### src/glay_mem_pkg.sv
// Vertex property store package with memory geometry, vector types and port structs
package glay_mem_pkg;

	// ------------------------------------------------------------
	// Memory geometry
	// ------------------------------------------------------------

	// One vertex property word
	localparam int DATA_W      = 32;
	// Width of one write lane
	localparam int BYTE_W      = 8;
	// Byte lanes per word
	localparam int NUM_LANES   = DATA_W / BYTE_W;
	// Logical word address, 2048 words
	localparam int ADDR_W      = 11;
	localparam int MEM_DEPTH   = 2 ** ADDR_W;
	// Words held by one physical RAM block
	localparam int BLOCK_DEPTH = 1024;

	// ------------------------------------------------------------
	// Vector types
	// ------------------------------------------------------------

	typedef logic [DATA_W-1:0]    data_t;
	typedef logic [ADDR_W-1:0]    addr_t;
	typedef logic [NUM_LANES-1:0] lane_t;

	// ------------------------------------------------------------
	// Port structs
	// ------------------------------------------------------------

	// Request into the store
	// we all zero means read
	typedef struct packed {
		logic  en;
		lane_t we;
		addr_t addr;
		data_t din;
	} mem_req_t;

	// Response out of the store
	// data is zero unless valid
	typedef struct packed {
		logic  valid;
		data_t data;
	} mem_rsp_t;

endpackage : glay_mem_pkg

### src/mem_port.sv
// Request/response port stage with input register and read-valid tracking
module mem_port (
	input  logic                   ap_clk,
	input  logic                   rsta,
	input  glay_mem_pkg::mem_req_t req,
	output glay_mem_pkg::mem_rsp_t rsp,
	output logic                   mem_en,
	output glay_mem_pkg::lane_t    mem_we,
	output glay_mem_pkg::addr_t    mem_addr,
	output glay_mem_pkg::data_t    mem_din,
	input  glay_mem_pkg::data_t    mem_dout
);

	// Registered request, drives the memory strobes
	glay_mem_pkg::mem_req_t req_q;
	// Read issued to memory last cycle
	logic rd_q;

	// ------------------------------------------------------------
	// Request register
	// ------------------------------------------------------------

	always_ff @(posedge ap_clk) begin
		if (rsta) begin
			req_q <= '0;
		end else begin
			req_q <= req;
		end
	end

	assign mem_en   = req_q.en;
	assign mem_we   = req_q.we;
	assign mem_addr = req_q.addr;
	assign mem_din  = req_q.din;

	// ------------------------------------------------------------
	// Read tracking
	// ------------------------------------------------------------

	// Enabled with no lanes set means read
	// Delayed to match the one-cycle memory latency
	always_ff @(posedge ap_clk) begin
		if (rsta) begin
			rd_q <= 1'b0;
		end else begin
			rd_q <= req_q.en && (req_q.we == '0);
		end
	end

	// Writes also return a word from the bank, masked here
	always_comb begin
		rsp.valid = rd_q;
		rsp.data  = rd_q ? mem_dout : '0;
	end

endmodule : mem_port

### config.mk
export PLATFORM = sky130hd
export DESIGN_NAME = mem_port
export DESIGN_NICKNAME = d
export VERILOG_FILES = /design/src/glay_mem_pkg.sv /design/src/mem_port.sv
export SDC_FILE = /design/constraint.sdc
export NUM_CORES = 1
export LEC_CHECK = 0
export ABC_AREA = 0
export BUFFER_PORTS_ARGS = -buffer_cell sky130_fd_sc_hd__buf_2
export CORE_UTILIZATION = 34
export CTS_CLUSTER_DIAMETER = 150
export DETAILED_ROUTE_END_ITERATION = 10
export HOLD_SLACK_MARGIN = 0.03
export PLACE_DENSITY = 0.77
export SETUP_SLACK_MARGIN = 0.2
export SYNTH_ARGS = -nofsm -noshare
export SYNTH_HDL_FRONTEND = slang
export SYNTH_SLANG_ARGS = --single-unit
### constraint.sdc
create_clock -name ap_clk -period 1.27 [get_ports ap_clk]
set_clock_uncertainty 0.15 [all_clocks]
set_input_delay 0.1905 -clock ap_clk [delete_from_list [all_inputs] [get_ports ap_clk]]
set_output_delay 0.1905 -clock ap_clk [all_outputs]
set_load 0.01 [all_outputs]
[Word-level counts from Yosys, hierarchy flattened]
Cells that the tools add are included.
Word-level totals
  word-level logic and storage cells: 8
  bits in registers: 49
  output and inout bits: 81
  bits of input ports: 82
Cells by class
  reductions and logical operators: 2
  mux-type cells: 1
Operators with widths (count)
  $mux 32: 1
  $logic_not 4->1: 1
  $logic_and 1x1->1: 1

[Longest topological paths before layout]
Gate-level depths: netlist (run 1).
  word-level depth: 2
  depth in mapped cells: 3
  gate-level depth less buffers: 2

[Worst setup path before layout (run 1)]
No wires, ideal clock.
  path type: register to register
  start: register req_q, in the netlist mem_we[3]
  end: register rd_q
  clock period less this slack: 1.159 ns
  setup time: 0.073 ns
  path slack: 0.111 ns
  cell stages (with the launch flop): 3
  data required time: 1.047 ns
  data arrival time: 0.936 ns
  buffers on the path: 0
  path through: dfxtp_1 > or4b_1 > nor3_2
On the way
  longest elaborated chain between the ends: 2
RTL lines
  start: declaration: line mem_port.sv:15  | glay_mem_pkg::mem_req_t req_q;
  start signal: assignment: line mem_port.sv:27  | req_q <= req;
  $logic_not 4->1: line mem_port.sv:46  | rd_q <= req_q.en && (req_q.we == '0);
  $logic_and 1x1->1: line mem_port.sv:46
  end signal: assignment: line mem_port.sv:46
  end: declaration: line mem_port.sv:17  | logic rd_q;
Every way passes these cells.
A chain may end at the register's enable or synchronous reset.

==> results.cfg, run 1 <==
[global_route]
first_global_vias = 1611
grt_max_degree = 49
grt_pass1_wl_mm = 7.279
grt_remaining_overflow = 0
antenna_violations_before_repair = 0
gr_usage_total_pct = 19.09

[drt]
final_antenna_net_count = 0
number_of_vias_in_the_routed_layout = 1680
drt_wl_total_mm = 5.253
drt-vias-per-instance = 4.128
route.detailed.drc = 0
drt_iter0_markers = 72
first_pass_iters = 6
wl_per_cell_um = 12.91

[synth]
post_synth_inst_count = 140
synth.net_count = 222
yosys-top-cells-area = dfxtp_1 64%, nor2b_1 19%, and2_1 13%, clkbuf_1 1.2%, buf_2 0.97%
ys_warn_count = 0
post-synth-top-area-fraction_pct = 63.58
synth_area_um2 = 1543
postSynthRegisterBits = 49
synth_cell_type_count = 8
synth_largest_area_cell = dfxtp_1
syn_area_per_cell_um2 = 11.02
synth_sequential_area_ratio_pct = 63.58

[floorplanning]
die_h_um = 69.36
floorplan.die_area_um2 = 4811
core_area_um2 = 4354
die_w_um = 69.36
rows = 24
ioPinCount = 163
starting_density_of_the_core_pct = 35.43

[sta]
layout_min_cycle_time_ns = 1.437
unrepaired_setup_endpoints_after_global_routing = true
worst-slew-pin-transition_ns = 0.4674
timing.final.hold_violations = 0
fin_tns_setup_ns = -4.479
timing.final.max_slew_violations = 0
timing.slew.headroom_pct = 68.84
period_share_pct = 113.2
crit_path_setup_slack_layout_ns = -0.1671
maxClockFrequency_ghz = 0.6959
setup_viol = 33

[worst_setup_path]
critical_path_peak_fanout = 16
worst_setup_path_endpoint = rsp[1]
timing.rr.start = mem_we[2]
reg2reg_to = rd_q
setup.worst_path.class = register to output port
cp.arrival_ns = 1.10
crit_path_start = rd_q
cp_data_required_time_ns = 0.93
setup.worst_path.start_class = register
endpoint_kind = output port
worst_r2r_path_depth = 2
rrSetupSlack_ns = 0.08

[final_layout]
finalNonFillerCells = 407
final_layout_size_suffix_gt1_share_pct = 57.46
nNetsFinal = 436
insertedDiodeCount = 0
syn_to_final_growth_pct = 112.0
postLayoutCellArea_um2 = 3271

[power_and_ir_drop]
cellLeakagePower_nw = 1.690
total_power_after_layout_mw = 3.320
irDropWorstVdd_mv = 1.103
p_per_area_nw_per_um2 = 1015

[placed_design]
placed_cell_count = 347
dpl.hpwl_mm = 2.836
port-buffer-count = 162
postPlaceCellArea_um2 = 2406
finalWeightedCongestion = 0.6888

[status]
outcome = complete, but fails checks
failed_checks = setup timing

[clock_network]
worstSkewPairLatency_ns = 0.29
cts_hold_repair.buffers = 48
clock_sinks = 49
cts_tree = done
htree_num_levels = 2
clock-root-buffer = clkbuf_8
tritoncts.num_buffers = 5
clkTransAtPathRegs_ns = 0.08
clockBufferDepth = 2

[min_path]
worst_hold_check_path_type = primary input to register
hold_path.startpoint = rsta
hold-path-cell-count = 3

[run]
drv_cap = 0
## routing by layer
layer / up-vias / track usage [%] / share of wire [%]
met1: 745 / 19.07 / 36
met5: - / 0 / 0
met4: 0 / 4.762 / 0.57
met3: 5 / 6.250 / 8.1
li1: 841 / - / -
met2: 89 / 37.32 / 55
## stage by stage
stage	utilization [%]	setup slack, ns	hold WS, ns
2_1_floorplan	-	0.1324	0.1685
3_3_place_gp	55.26	0.1277	0.2476
3_5_place_dp	55.26	0.1043	0.2521
4_1_cts	70.52	-0.1195	0.01304
5_1_grt	75.11	-0.2162	0.006776
6_report	75.11	-0.1671	0.01330
## how the worst min path moves through the flow
stage / end / slack [ns]
finish: rd_q / 0.01
floorplan: mem_we[2] / 0.17
detailed placement: mem_din[16] / 0.25
global placement: mem_din[31] / 0.25
global route: rd_q / 0.007
CTS: rd_q / 0.01
## critical path, cell delays in order (launching register included)
cell       delay [ns]
dfxtp_4          0.37
clkbuf_16        0.16
and2_1           0.14
buf_2            0.13
## placed cells by master (no fill, tap or decap), drive strengths merged
cell type	count
dlygate4sd3	48
nor2b	48
and2	32
buf	167
dfxtp	49
nor3	1
or4b	1
clkbuf	8
bufinv	1
## registers in the layout, summed over array words and instances, names as in the netlist
signal and flops:
mem_we 4, rd_q 1, mem_addr 11, mem_en 1, mem_din 32
## power by group
group,switching (mW),internal [mW]
registers,0.0303,1.62
logic,0.193,0.346
clock network,0.487,0.642
## cells in the mapped netlist, drive strengths merged
cell type / instances
nor3: 1
buf: 4
dfxtp: 49
and2: 32
or4b: 1
nor2b: 48
clkbuf: 5
## area by class of cell
type                            count  area, um^2
Sequential cell                    49        1010
Tap cell                           52       65.06
Fill cell                         282        1084
Multi-Input combinational cell     82       538.0
Clock buffer                        7       86.33
Clock inverter                      1       30.03
Timing Repair Buffer              216        1541
## kinds of logic after synthesis
family,after synthesis,share of synthesized area (%)
and+or+nand+nor,82,33.74
DFF,49,63.58
buffers and inverters,9,2.676
## repair_timing
item	CTS	global route
gates resized for setup	14	43
setup endpoints to repair	54	82
endpoints found under the hold margin	49	1
gates cloned	0	1
setup buffers	2	1
(Power assumes the default switching activity.)
==> run 2: changes to the inputs <==
BUFFER_PORTS_ARGS = default   (was -buffer_cell sky130_fd_sc_hd__buf_2)
CORE_AREA = 2 2 63 65   (was default)
CORE_UTILIZATION = default   (was 34)
DIE_AREA = 0 0 65 67   (was default)
DONT_BUFFER_PORTS = 1   (was default)
PLACE_DENSITY = 0.54   (was 0.77)
==> run 2 against run 1 <==
Compared with the run above: the flow finishes with violations (hold timing, setup timing); sequential share of layout area increased by 12 points; utilization down 11 points; via count shrank 35%; setup slack better by 0.10 ns; hold slack got worse by 0.095 ns; combinational power is 59% lower; die area decreased by 9.5%; count of clock-buffer cells in the layout decreased by 1; critical endpoint is now rsp[17]; highest routed layer unchanged.
==> results.cfg, run 2 (same netlist as run 1, synthesis figures left out) <==
[worst_setup_path]
setup.worst_path.class = register to output port
endpoint_kind = output port
setup.worst_path.start_class = register
reg2reg_to = rd_q
critical-path-max-stage-delay_ns = 0.39
critical_path_peak_fanout = 18
cp.arrival_ns = 1.00
cell_by_cell_trace_of_the_critical_path = buf_12 > and2_4
cp_data_required_time_ns = 0.93
worst_r2r_path_depth = 2
rrSetupSlack_ns = 0.07
timing.rr.start = mem_we[2]
timing.critical_path.slowest_stage_cell = dfxtp_4

[global_route]
grt_pass1_wl_mm = 5.768
grt_remaining_overflow = 0
grt_max_degree = 50
antenna_violations_before_repair = 0
first_global_vias = 1136
gr_usage_total_pct = 17.94

[sta]
crit_path_setup_slack_layout_ns = -0.06614
timing.slew.headroom_pct = 89.97
period_share_pct = 105.2
layout_min_cycle_time_ns = 1.336
fin_tns_setup_ns = -1.678
worst-slew-pin-transition_ns = 0.1502
timing.final.max_slew_violations = 0
timing.final.hold_violations = 1
maxClockFrequency_ghz = 0.7484
setup_viol = 32
whs_ns = -0.08158
unrepaired_setup_endpoints_after_global_routing = true

[final_layout]
final_layout_size_suffix_gt1_share_pct = 26.32
insertedDiodeCount = 0
largest_register_ffs = 32
mostFrequentLayoutCells = 48 x nor2b_1, 48 x dlygate4sd3_1, 44 x dfxtp_1
nNetsFinal = 271
syn_to_final_growth_pct = 49.96
finish.utilization_pct = 64.16

[clock_network]
clockBufferDepth = 2
cts.repair_timing.setup_buffer_count = 0
htree_num_levels = 2
clock-root-buffer = clkbuf_8
clkTransAtPathRegs_ns = 0.08
clock_sinks = 49
tritoncts.num_buffers = 5
worstSkewPairLatency_ns = 0.29
cts_tree = done
cts_hold_repair.buffers = 48

[floorplanning]
starting_density_of_the_core_pct = 42.78
die_w_um = 65
core_area_um2 = 3606
die_h_um = 67
rows = 22
floorplan.die_area_um2 = 4355
ioPinCount = 163

[status]
outcome = complete, but fails checks
failed_checks = hold timing, setup timing

[drt]
drt_iter0_markers = 31
drt_wl_total_mm = 3.883
drt-vias-per-instance = 4.567
first_pass_iters = 4
wl_per_cell_um = 16.32
final_antenna_net_count = 0
number_of_vias_in_the_routed_layout = 1087
route.detailed.drc = 0

[power_and_ir_drop]
power_switching_share_pct = 20.10
p_per_area_nw_per_um2 = 1311
irDropWorstVdd_mv = 0.9610
proportion_of_power_drawn_by_the_clock_network_pct = 36.8
sequentialPowerShare_pct = 56.0
comb_power_share_pct = 7.3
switching_power_mw = 0.6096
cellLeakagePower_nw = 1.014
p_int_mw = 2.423

[min_path]
hold_path.startpoint = rsta
hold-path-cell-count = 2
whs_endpoint = rd_q
worst_hold_check_path_type = primary input to register

[placed_design]
port-buffer-count = 0
finalWeightedCongestion = 0.7179

[run]
drv_cap = 0
## run 2: cell types whose count changed in the layout (fill, tap and decap cells not counted), sizes merged
cell	change
buf	-164
clkinvlp	+1
clkbuf	-2
## run 2: metal layers
metal | GRT usage [%] | up-vias | wire length, um
li1 | - | 513 | -
met1 | 18.97 | 493 | 1360
met2 | 31.57 | 73 | 2063
met3 | 8.615 | 8 | 406
met4 | 5.319 | 0 | 53
met5 | 0 | - | 0
## run 2: power groups by stage
stage	registers [mW]	clock network (mW)	logic, mW
3_3_place_gp	1.73	0	0.0849
2_1_floorplan	1.72	0	0.0934
4_1_cts	1.70	1.15	0.217
6_report	1.70	1.11	0.221
3_5_place_dp	1.73	0	0.0910
5_1_grt	1.71	1.22	0.242
## run 2: cell type report
class                      count  area [um^2]
clock buffer                   6        82.58
clock inverter                 2        37.54
fill                         310         1292
multi-input combinational     82        604.3
sequential                    49        989.7
tap                           48        60.06
timing repair buffer          51        539.3
## run 2: what timing repair did
| item | 4_1_cts | 5_1_grt |
|---|---|---|
| cloned | 1 | 0 |
| resized for setup | 39 | 1 |
| endpoints found under the hold margin | 49 | 1 |
| setup endpoints to repair | 36 | 36 |
## run 2: metrics by stage
| stage | total power, mW | instance area, um^2 | instances | setup WS (ns) |
|---|---|---|---|---|
| final | 3.033 | 2313 | 238 | -0.06614 |
| after global routing | 3.163 | 2313 | 238 | -0.1117 |
| after CTS | 3.064 | 2312 | 238 | -0.08560 |
| after detailed placement | 1.824 | 1590 | 181 | 0.08952 |
| after global placement | 1.818 | 1590 | 181 | 0.1140 |
| after floorplan | 1.813 | 1548 | 140 | 0.1324 |
## run 2: how the worst max path moves through the flow
| stage | from | slack [ns] | to | cells after the start |
|---|---|---|---|---|
| after floorplan | mem_we[2] | 0.13 | rd_q | 2 |
| final | rd_q | -0.07 | rsp[17] | 2 |
| after global routing | rd_q | -0.11 | rsp[17] | 2 |
| after detailed placement | mem_we[2] | 0.09 | rd_q | 2 |
| after global placement | mem_we[2] | 0.11 | rd_q | 2 |
| after CTS | rd_q | -0.09 | rsp[17] | 2 |
## run 2: worst max-delay path, delay by kind of cell, from the launching register on
family / cells / cell delay (ns)
and+or+nand+nor: 1 / 0.16
DFF: 1 / 0.39
buffers and inverters: 1 / 0.15
